## src/hw/sifh_pkg.sv

```systemverilog
package sifh_pkg;

    // histogram geometry, one memory per lane
    localparam int NUM_BINS = 16;
    localparam int BIN_W = 4;

    // per-lane count, saturating
    localparam int CNT_W = 8;

    // two lane counts added, one bit wider
    localparam int SUM_W = 9;

    // events per lane that close one frame
    localparam int FRAME_EVENTS = 20;

    // bin address
    typedef logic [BIN_W-1:0] bin_t;

    // count held in a lane memory word
    typedef logic [CNT_W-1:0] count_t;

    // merged count on the output stream
    typedef logic [SUM_W-1:0] sum_t;

    // lane FSM
    // clear only runs once after reset
    typedef enum logic [1:0] {
        ACC_RUN,
        ACC_DONE,
        ACC_CLEAR
    } acc_state_t;

    // merge FSM
    typedef enum logic [1:0] {
        MRG_IDLE,
        MRG_READ,
        MRG_SEND,
        MRG_RELEASE
    } mrg_state_t;

endpackage
```

## src/hw/hist_rd_if.sv

```systemverilog
`timescale 1ns/100ps

interface hist_rd_if;

    // lane has closed its frame, all writes landed
    logic frame_done;

    // one-cycle pulse from merge, lane resumes counting
    logic release_frame;

    // read request, answered one cycle later
    logic rd_en;
    sifh_pkg::bin_t rd_addr;

    // registered read word
    // the addressed word is zeroed on the same edge
    sifh_pkg::count_t rd_data;

    // histogram side
    modport lane (
        output frame_done,
        output rd_data,
        input release_frame,
        input rd_en,
        input rd_addr
    );

    // readout side
    modport merge (
        input frame_done,
        input rd_data,
        output release_frame,
        output rd_en,
        output rd_addr
    );

endinterface

```

## src/hw/sifh_top.sv

```systemverilog
`timescale 1ns/100ps

module sifh_top (
    input logic clk,
    input logic res,

    // lane A events
    input logic ev_a_valid,
    output logic ev_a_ready,
    input sifh_pkg::bin_t ev_a_bin,

    // lane B events
    input logic ev_b_valid,
    output logic ev_b_ready,
    input sifh_pkg::bin_t ev_b_bin,

    // merged histogram stream
    output logic out_valid,
    input logic out_ready,
    output sifh_pkg::bin_t out_bin,
    output sifh_pkg::sum_t out_count,
    output logic out_last,
    output sifh_pkg::bin_t peak_bin,
    output sifh_pkg::sum_t peak_count
);

    // lane to merge links
    hist_rd_if rd_a_if ();
    hist_rd_if rd_b_if ();

    // lane A histogram
    hist_accum acc_a_i (
        .clk(clk),
        .res(res),
        .ev_valid(ev_a_valid),
        .ev_ready(ev_a_ready),
        .ev_bin(ev_a_bin),
        .rd(rd_a_if)
    );

    // lane B histogram
    hist_accum acc_b_i (
        .clk(clk),
        .res(res),
        .ev_valid(ev_b_valid),
        .ev_ready(ev_b_ready),
        .ev_bin(ev_b_bin),
        .rd(rd_b_if)
    );

    // sum, peak and release
    hist_merge merge_i (
        .clk(clk),
        .res(res),
        .lane_a(rd_a_if),
        .lane_b(rd_b_if),
        .out_valid(out_valid),
        .out_ready(out_ready),
        .out_bin(out_bin),
        .out_count(out_count),
        .out_last(out_last),
        .peak_bin(peak_bin),
        .peak_count(peak_count)
    );

endmodule

```

## src/hw/hist_merge.sv

```systemverilog
`timescale 1ns/100ps

module hist_merge (
    input logic clk,
    input logic res,
    hist_rd_if.merge lane_a,
    hist_rd_if.merge lane_b,
    output logic out_valid,
    input logic out_ready,
    output sifh_pkg::bin_t out_bin,
    output sifh_pkg::sum_t out_count,
    output logic out_last,
    output sifh_pkg::bin_t peak_bin,
    output sifh_pkg::sum_t peak_count
);

    import sifh_pkg::*;

    mrg_state_t state;

    logic both_done;
    logic beat_done;
    logic rd_req;
    bin_t rd_bin;
    sum_t bin_sum;

    // start only when both lanes have closed
    assign both_done = lane_a.frame_done && lane_b.frame_done;

    // output beat taken by the sink
    assign beat_done = (state == MRG_SEND) && out_ready;

    // first read from idle
    // later reads in the cycle the previous beat goes out
    assign rd_req = ((state == MRG_IDLE) && both_done)
                 || (beat_done && !out_last);

    // next bin while sending, current bin otherwise
    assign rd_bin = (state == MRG_SEND) ? out_bin + 1'b1 : out_bin;

    // both lanes are read in lockstep
    assign lane_a.rd_en = rd_req;
    assign lane_b.rd_en = rd_req;
    assign lane_a.rd_addr = rd_bin;
    assign lane_b.rd_addr = rd_bin;

    // release pulse goes to both lanes together
    assign lane_a.release_frame = (state == MRG_RELEASE);
    assign lane_b.release_frame = (state == MRG_RELEASE);

    // widen before adding, no overflow at 9 bits
    assign bin_sum = sum_t'(lane_a.rd_data) + sum_t'(lane_b.rd_data);

    // readout FSM and beat control
    always_ff @(posedge clk or negedge res) begin
        if (!res) begin
            state <= MRG_IDLE;
            out_bin <= '0;
            out_valid <= 1'b0;
            out_last <= 1'b0;
        end else begin
            case (state)
                MRG_IDLE: begin
                    if (both_done) begin
                        state <= MRG_READ;
                    end
                end
                MRG_READ: begin
                    // lane words arrive here
                    out_valid <= 1'b1;
                    out_last <= (out_bin == bin_t'(NUM_BINS - 1));
                    state <= MRG_SEND;
                end
                MRG_SEND: begin
                    // hold the beat until taken
                    if (out_ready) begin
                        out_valid <= 1'b0;
                        out_last <= 1'b0;
                        if (out_last) begin
                            out_bin <= '0;
                            state <= MRG_RELEASE;
                        end else begin
                            out_bin <= out_bin + 1'b1;
                            state <= MRG_READ;
                        end
                    end
                end
                MRG_RELEASE: begin
                    state <= MRG_IDLE;
                end
                default: begin
                    state <= MRG_IDLE;
                end
            endcase
        end
    end

    // sum register and running peak
    always_ff @(posedge clk) begin
        if (state == MRG_READ) begin
            out_count <= bin_sum;
            // bin 0 seeds the peak, later bins must beat it
            // so a tie keeps the lower bin
            if ((out_bin == '0) || (bin_sum > peak_count)) begin
                peak_count <= bin_sum;
                peak_bin <= out_bin;
            end
        end
    end

    // beat held under back-pressure
    a_out_stable: assert property (
        @(posedge clk) disable iff (!res)
        (out_valid && !out_ready) |=> ($stable(out_bin) && $stable(out_count))
    );

    // no lane read before both frames have closed
    a_rd_when_done: assert property (
        @(posedge clk) disable iff (!res)
        rd_req |-> (lane_a.frame_done && lane_b.frame_done)
    );

endmodule

```

## src/hw/hist_accum.sv

```systemverilog
`timescale 1ns/100ps

module hist_accum (
    input logic clk,
    input logic res,
    input logic ev_valid,
    output logic ev_ready,
    input sifh_pkg::bin_t ev_bin,
    hist_rd_if.lane rd
);

    import sifh_pkg::*;

    // events seen in the current frame
    typedef logic [$clog2(FRAME_EVENTS)-1:0] evt_cnt_t;

    // histogram memory with async read and one write per cycle
    count_t mem [NUM_BINS];

    acc_state_t state;
    evt_cnt_t ev_cnt;
    bin_t clr_addr;

    // write-back stage that also feeds the bypass
    logic wr_vld;
    bin_t wr_bin;
    count_t wr_cnt;

    logic accept;
    logic rd_hit;
    count_t cur_cnt;
    count_t inc_cnt;

    // events only flow while counting
    assign ev_ready = (state == ACC_RUN);
    assign accept = ev_valid && ev_ready;

    // done once the last increment is in memory
    assign rd.frame_done = (state == ACC_DONE) && !wr_vld;

    // reads only honoured on a closed frame
    assign rd_hit = rd.rd_en && rd.frame_done;

    // same bin still in flight so take the pending value
    assign cur_cnt = (wr_vld && (wr_bin == ev_bin)) ? wr_cnt : mem[ev_bin];

    // stick at full scale
    assign inc_cnt = (cur_cnt == '1) ? cur_cnt : cur_cnt + 1'b1;

    // frame control
    always_ff @(posedge clk or negedge res) begin
        if (!res) begin
            state <= ACC_CLEAR;
            ev_cnt <= '0;
            clr_addr <= '0;
            wr_vld <= 1'b0;
        end else begin
            wr_vld <= accept;
            case (state)
                ACC_CLEAR: begin
                    // one word per cycle and wrap back to bin 0
                    clr_addr <= clr_addr + 1'b1;
                    if (clr_addr == bin_t'(NUM_BINS - 1)) begin
                        state <= ACC_RUN;
                    end
                end
                ACC_RUN: begin
                    if (accept) begin
                        if (ev_cnt == evt_cnt_t'(FRAME_EVENTS - 1)) begin
                            ev_cnt <= '0;
                            state <= ACC_DONE;
                        end else begin
                            ev_cnt <= ev_cnt + 1'b1;
                        end
                    end
                end
                ACC_DONE: begin
                    // merge has drained and zeroed the memory
                    if (rd.release_frame) begin
                        state <= ACC_RUN;
                    end
                end
                default: begin
                    state <= ACC_CLEAR;
                end
            endcase
        end
    end

    // capture the incremented count for the write-back cycle
    always_ff @(posedge clk) begin
        if (accept) begin
            wr_bin <= ev_bin;
            wr_cnt <= inc_cnt;
        end
    end

    // memory writes
    // clear, write-back and clear-on-read never overlap in time
    always_ff @(posedge clk) begin
        if (state == ACC_CLEAR) begin
            mem[clr_addr] <= '0;
        end else if (wr_vld) begin
            mem[wr_bin] <= wr_cnt;
        end else if (rd_hit) begin
            mem[rd.rd_addr] <= '0;
        end
    end

    // read port returns the word and zeroes it on the same edge
    always_ff @(posedge clk) begin
        if (rd_hit) begin
            rd.rd_data <= mem[rd.rd_addr];
        end
    end

    // event intake never overlaps a readout or a release of this lane
    a_accept_run: assert property (
        @(posedge clk) disable iff (!res)
        accept |-> !rd.rd_en && !rd.release_frame
    );

    // merge only releases a lane that has finished
    a_release_done: assert property (
        @(posedge clk) disable iff (!res)
        rd.release_frame |-> rd.frame_done
    );

endmodule

```

## config.mk

```make
export PLATFORM = sky130hd
export DESIGN_NAME = sifh_top
export DESIGN_NICKNAME = d
export VERILOG_FILES = /design/src/hw/sifh_pkg.sv /design/src/hw/hist_rd_if.sv /design/src/hw/sifh_top.sv /design/src/hw/hist_merge.sv /design/src/hw/hist_accum.sv
export SDC_FILE = /design/constraint.sdc
export NUM_CORES = 1
export LEC_CHECK = 0
export BUFFER_PORTS_ARGS = -buffer_cell sky130_fd_sc_hd__buf_4
export CORE_ASPECT_RATIO = 0.5
export CORE_MARGIN = 2
export CORE_UTILIZATION = 34
export DETAILED_ROUTE_END_ITERATION = 7
export PLACE_DENSITY = 0.54
export SETUP_SLACK_MARGIN = 0.3
export SYNTH_ARGS = -nofsm -noshare
export SYNTH_HDL_FRONTEND = slang
export SYNTH_SLANG_ARGS = --single-unit
```

## constraint.sdc

```tcl
create_clock -name clk -period 3.3 [get_ports clk]
set_input_delay 0.99 -clock clk [delete_from_list [all_inputs] [get_ports clk]]
set_output_delay 0.99 -clock clk [all_outputs]
set_load 0.1 [all_outputs]
```

==> results of run 1 <==
[layout by cell type, fill, tap and decap left out, types with 9 or more instances in the layout]
cell	count
a21oi_1	15
a21oi_2	9
and3_1	15
buf_12	12
buf_4	190
clkbuf_16	37
dfrtp_1	27
edfxtp_1	318
ha_1	20
inv_1	31
mux2_2	12
mux2i_1	10
mux4_1	25
mux4_2	128
nand2_1	57
nand2b_1	10
nand3_1	11
nand4_1	9
nor2_1	55
nor2b_1	11
o21ai_0	15
xnor2_1	13
xor2_1	12
[report_power, final]
| group | switching, mW | internal [mW] | total [mW] |
|---|---|---|---|
| logic | 3.45 | 2.87 | 6.32 |
| registers | 0.321 | 5.70 | 6.02 |
| clock network | 1.72 | 2.66 | 4.38 |
| total | 5.49 | 11.2 | 16.7 |
[sequential cells by signal (all words and copies together), names as in the netlist, 5 cells and up]
signal              cells
acc_a_i.ev_cnt          5
acc_a_i.mem           128
acc_a_i.rd.rd_data      8
acc_a_i.wr_cnt          8
acc_b_i.ev_cnt          5
acc_b_i.mem           128
acc_b_i.rd.rd_data      8
acc_b_i.wr_cnt          8
merge_i.out_count       9
merge_i.peak_count      9
[timing repair]
action / in CTS / in global routing
resized for setup: 17 / 19
endpoints found under the setup margin: 141 / 34
buffers inserted: 6 / 13
pin swaps: 15 / 24
[critical path, delay by kind of cell, from the launching register on]
kind	cells	cell delay, ps
AO/OA/AOI/OAI	8	1230
adder cells (fa/ha/maj)	3	690
buffers and inverters	3	240
flip-flops	1	400
AND/OR/NAND/NOR	3	270
[through the flow]
stage                     worst slack, ps  instance area [µm²]  utilization [%]  setup TNS [ps]
after CTS                           116.0                20480            42.10               0
after global routing                91.69                20650            42.45               0
after floorplan                    -465.2                17050                -           -2391
final                               216.6                20650            42.45               0
after detailed placement           -265.2                19120            39.31           -5765
after global placement             -247.8                19120            39.31           -4953
[worst min path at each step]
stage                   startpoint             endpoint  depth (start not counted)
2_1_floorplan  acc_b_i.clr_addr[3]  acc_b_i.clr_addr[3]                          1
3_3_place_gp     merge_i.out_valid    merge_i.out_valid                          2
3_5_place_dp     merge_i.out_valid    merge_i.out_valid                          2
4_1_cts                        res  acc_b_i.clr_addr[3]                          1
5_1_grt                        res  acc_b_i.clr_addr[3]                          1
6_report                       res    acc_b_i.ev_cnt[4]                          1
[final cells by class]
cell class,instances,area [µm²]
clock inverter,20,299.0
timing repair buffer,209,1745
inverter,35,131.4
sequential,350,10360
clock buffer,40,937.1
multi-input combinational,533,6361
tap,649,812.0
fill,4287,27990
[cells by family after synthesis]
logic type               Yosys count
AO/OA/AOI/OAI                     76
XOR/XNOR                          30
adder cells (fa/ha/maj)           26
buffers and inverters             80
flip-flops                       350
multiplexers                     184
AND/OR/NAND/NOR                  217
[layer usage]
metal  wire length [µm]  track usage (%)
met5                  0                0
met4                731            3.748
met3               2430            3.235
met2              21470            29.15
met1              18570            22.63
==> results by group, run 1 <==
Run status
  • Status: complete, no violations

Worst setup path
  • Crit end category: flip-flop
  • Worst-path cell chain: ha_2 > inv_2 > fa_2 > inv_2 > a21oi_2 > o21ai_2 > a21oi_2 > o21bai_2 > a21o_1 > a21o_1 > ha_4 > nand2_2 > nor2_1 > nand4_1 > a32oi_2 > o21ai_4 > buf_6
  • Worst r2r src: acc_b_i.rd.rd_data[0]
  • Worst path max stage delay: 400 ps
  • Critical Path Start Type: flip-flop
  • CP endpoint: merge_i.peak_bin[0]
  • Reg2Reg Capture Point: merge_i.peak_bin[0]
  • CP required: 3590 ps
  • Reg2reg path depth: 17
  • R2R Setup Slk: 220 ps
  • Crit Path Class: reg2reg
  • Critical path fanouts, max: 8
  • Worst setup startpoint: acc_b_i.rd.rd_data[0]
  • Critical Path AT: 3370 ps
  • Crit path max-delay cell type: edfxtp_1

Yosys
  • Number of enable flip-flop cells after synthesis: 318
  • Largest family of logic cells by synthesized area: multiplexers
  • Netlist cell types: 65
  • Average instance area after synthesis: 17.44 µm²
  • Mux cell area share after synthesis: 23.18%
  • Synth Area in Simple Gates: 6.377%
  • Commonest cells in the netlist: 318 x edfxtp_1, 125 x mux4_2, 61 x nor2_1
  • Gate Count Post-Synth: 963
  • Synth Net Count: 1,002
  • Compound-cell area share of the yosys netlist: 2.831%
  • Sequential cell area fraction in the yosys report: 61.64%
  • Top FF cell, synth: edfxtp_1
  • Synth top area cells: edfxtp_1 57%, mux4_2 17%, dfrtp_1 4.5%, mux4_1 4.4%, ha_1 1.9%
  • Synth async-reset ratio: 9.143%
  • Adder and majority gate portion of the synthesized area: 1.982%
  • Post-Synth XOR/XNOR Area: 1.564%
  • Mapped cell area: 16,790 µm²
  • Top-count cell post-synth: edfxtp_1
  • Biggest area consumer among synthesized cells: edfxtp_1
  • Warnings, synthesis: 0
  • Seq cells post-synth: 350
  • Top-area cell type share of the netlist area: 56.86%

Power
  • Total Power: 16.72 mW
  • VDD IR max: 0.4089 mV
  • Cell Pwr Density: 809.9 nW/µm²
  • Leak pwr: 7.446 nW

Finish
  • Antenna diodes: 0
  • Nets: 1,202
  • Cell Count, Final, Fillers Out: 1,836
  • Share of post-route cells with drive strength above 1: 40.35%
  • Synthesis-to-layout area growth: 22.94%

Global route
  • First-pass GRT wire length: 65,420 µm
  • Total track usage: 17.00%
  • Grt total ovfl: 0
  • Initial antenna violation count: 2
  • Largest net degree at the start of global routing: 35
  • Vias in the first global route: 10,310

Die
  • CORE AREA: 48,640 µm²
  • Die H: 161.2 µm
  • Num ports: 43
  • Rows: 57
  • Initial Util: 34.53%
  • Die ar.: 51,300 µm²
  • Die Width: 318.3 µm

Clock tree
  • Clock transition at path regs: 70 ps
  • CTS Buf Count: 34
  • Clk buf depth: 3
  • CTS tree: done
  • Worst skew pair latency: 530 ps
  • Clock tree sinks: 350
  • H-tree depth: 2
  • Clock Root Buffer: clkbuf_16
  • CTS Hold Bufs: 0

STA
  • Final Cycle Share: 93.44%
  • Slew headroom: 41.16%
  • RSZ-0062 raised after global routing: yes
  • Final setup vio count: 0
  • Clock Skews: 19.44 ps
  • Slew @ Worst Pin: 879.4 ps
  • Max Clk Rate: 324.3 MHz
  • Worst hold slack: 396.9 ps
  • Endpoints failing hold: 0
  • Final slew viol count: 0
  • Clock period minus worst slack: 3083 ps

Routing
  • DRT iter0 DRCs: 791
  • Final WL: 43,200 µm
  • Post-route ant nets: 0
  • Drt first pass iters: 7
  • Vias per cell: 5.301
  • DRC Markers: 0
  • Via count: 9,732
  • Routed len/inst: 23.53 µm

Placed design
  • # port buffers: 42
  • Dpl cells: 1,757
  • Final HPWL DP: 30,790 µm
  • Final Wtd Congestion: 0.8725

Worst hold path
  • Hold Crit Class: in2async

Run
  • Max-cap violations: 0
Power figures use the tool's default switching activity.
==> run 2, diff against run 1 <==
--- a/config.mk
+++ b/config.mk
@@ -10,7 +10,7 @@
 export CORE_MARGIN = 2
 export CORE_UTILIZATION = 34
 export DETAILED_ROUTE_END_ITERATION = 7
-export PLACE_DENSITY = 0.54
+export PLACE_DENSITY = 0.53
 export SETUP_SLACK_MARGIN = 0.3
 export SYNTH_ARGS = -nofsm -noshare
 export SYNTH_HDL_FRONTEND = slang
==> constraint.sdc (replaced) <==
create_clock -name clk -period 3.8 [get_ports clk]
set_input_delay 1.14 -clock clk [delete_from_list [all_inputs] [get_ports clk]]
set_output_delay 1.14 -clock clk [all_outputs]
set_load 0.1 [all_outputs]
==> results by group, run 2 (synthesis gave the netlist of run 1 again) <==
Global route
  • Grt total ovfl: 0
  • Largest net degree at the start of global routing: 67
  • Total track usage: 16.59%
  • First-pass GRT wire length: 63,170 µm
  • Initial antenna violation count: 3
  • Vias in the first global route: 9,729

Finish
  • Footprint of the multi-input gates: 6158 µm²
  • Fill cells: 4,336
  • Largest regs: acc_a_i.mem: 128 flops, acc_b_i.mem: 128 flops
  • Synthesis-to-layout area growth: 17.95%
  • Antenna diodes: 0
  • Share of post-route cells with drive strength above 1: 32.62%
  • Most frequent cells in the layout: 318 x edfxtp_1, 129 x buf_4, 128 x mux4_2
  • Nets: 1,129
  • Finished Cell Area: 19,810 µm²
  • Core Util, Final: 40.73%
  • Most common cell after layout, fill and taps aside: edfxtp_1
  • Register cell area after layout: 10,350 µm²

Routing
  • DRT iter0 DRCs: 856
  • Via count: 9,432
  • Routed len/inst: 23.95 µm
  • Post-route ant nets: 0
  • Drt first pass iters: 5
  • DRC Markers: 0
  • Vias per cell: 5.344
  • Final WL: 42,270 µm

Clock tree
  • CTS tree: done
  • H-tree depth: 2
  • Clock Root Buffer: clkbuf_16
  • CTS Hold Bufs: 0
  • Worst skew pair latency: 530 ps
  • CTS Buf Count: 36
  • Clock transition at path regs: 60 ps
  • Clock tree sinks: 350
  • Clk buf depth: 3

Die
  • Die H: 161.2 µm
  • Die ar.: 51,300 µm²
  • Num ports: 43
  • CORE AREA: 48,640 µm²
  • Initial Util: 34.53%
  • Rows: 57
  • Die Width: 318.3 µm

STA
  • Clock Skews: 16.88 ps
  • Slew headroom: 36.20%
  • Final setup vio count: 0
  • RSZ-0062 raised after global routing: no
  • Final slew viol count: 0
  • Final Cycle Share: 86.00%
  • Max Clk Rate: 306.0 MHz
  • Slew @ Worst Pin: 952.3 ps
  • Clock period minus worst slack: 3268 ps
  • Endpoints failing hold: 0

Power
  • Total Power: 14.04 mW
  • Cell Pwr Density: 708.8 nW/µm²
  • Leak pwr: 7.011 nW
  • VDD IR max: 0.5358 mV

Placed design
  • Final Wtd Congestion: 0.8222
  • Placed inst area: 18,500 µm²
  • # port buffers: 42
  • Final HPWL DP: 29,330 µm

Worst setup path
  • Critical Path Start Type: input port
  • CP required: 4080 ps
  • Critical path fanouts, max: 5
  • Crit path max-delay cell type: or4_4
  • Crit Path Class: in2reg
  • Reg2Reg Capture Point: merge_i.peak_bin[1]
  • Reg2reg path depth: 16
  • Worst path max stage delay: 530 ps
  • Worst-path cell chain: buf_4 > xor2_1 > nor3_1 > a21oi_1 > a221oi_4 > ha_4 > nand2b_4 > or4_4 > mux2_4
  • Crit end category: flip-flop
  • R2R Setup Slk: 550 ps
  • Crit path max-delay family: simple AND/OR/NAND/NOR gates
  • Worst r2r src: acc_b_i.rd.rd_data[0]
  • Critical Path AT: 3550 ps
  • Count of buffer and inverter cells on the critical path: 1

Worst hold path
  • Hold Path Cell Cnt: 2
  • HP Start: merge_i.out_valid
  • Hold Path End: merge_i.out_valid
  • Hold Crit Class: reg2reg

Run status
  • Status: complete, no violations

Run
  • Max-cap violations: 0
==> run 2: changes by cell type in the layout (fill, tap and decap cells not counted), moves of 5 or more <==
| cell | delta |
|---|---|
| a21oi_1 | +7 |
| a21oi_2 | -7 |
| nor3_1 | +5 |
| buf_6 | -7 |
| nor2_1 | +5 |
| buf_4 | -61 |
| buf_12 | -7 |
| nor3_2 | -5 |
| nor2_2 | -5 |
==> run 2: layout make-up <==
| type | count | area share [%] |
|---|---|---|
| clock buffer | 41 | 4.750 |
| clock inverter | 23 | 1.731 |
| inverter | 35 | 0.6632 |
| multi-input combinational | 533 | 31.09 |
| sequential | 350 | 52.27 |
| tap | 649 | 4.099 |
| timing repair buffer | 134 | 5.394 |
==> run 2: how the worst max path moves through the flow <==
stage / end / slack (ps) / depth (start not counted) / startpoint
floorplan: acc_b_i.wr_cnt[1] / -120 / 13 / ev_b_bin[0]
global placement: acc_b_i.wr_cnt[1] / -40 / 9 / ev_b_bin[2]
detailed placement: acc_b_i.wr_cnt[0] / -40 / 10 / ev_b_bin[2]
CTS: merge_i.peak_count[6] / 480 / 16 / acc_b_i.rd.rd_data[0]
global route: merge_i.peak_bin[3] / 300 / 16 / acc_b_i.rd.rd_data[0]
finish: acc_b_i.wr_cnt[1] / 530 / 9 / ev_b_bin[2]
==> run 2: routing by layer <==
layer / share of wire (%) / wire length (µm) / GRT usage, % / vias to the layer above
met5: 0 / 0 / 0 / -
met3: 5.8 / 2470 / 3.724 / 69
met1: 42 / 17840 / 21.51 / 4915
met2: 50 / 21080 / 28.52 / 285
li1: - / - / - / 4163
met4: 2.1 / 880 / 4.007 / 0
==> run 2: stage by stage <==
step / setup slack, ps / cells / setup TNS (ps) / hold WS [ps]
2_1_floorplan: -115.2 / 963 / -133.5 / 461.1
3_3_place_gp: -35.73 / 1699 / -59.12 / 465.0
3_5_place_dp: -39.86 / 1699 / -74.39 / 473.4
4_1_cts: 476.5 / 1763 / 0 / 488.6
5_1_grt: 296.1 / 1765 / 0 / 511.5
6_report: 532.2 / 1765 / 0 / 480.6
==> run 2: timing repair <==
item,4_1_cts,5_1_grt
setup buffers,0,2
resized for setup,0,3
endpoints found under the setup margin,0,13
==> run 2: tightest hold or removal path, cell delays in order (launching register included) <==
cell and delay [ps]:
dfrtp_1 340, nand2_1 50, nand2_1 50
==> run 2: power breakdown <==
| group | internal, mW | switching (mW) |
|---|---|---|
| combinational | 2.10 | 2.82 |
| sequential | 4.94 | 0.268 |
| clock | 2.39 | 1.51 |
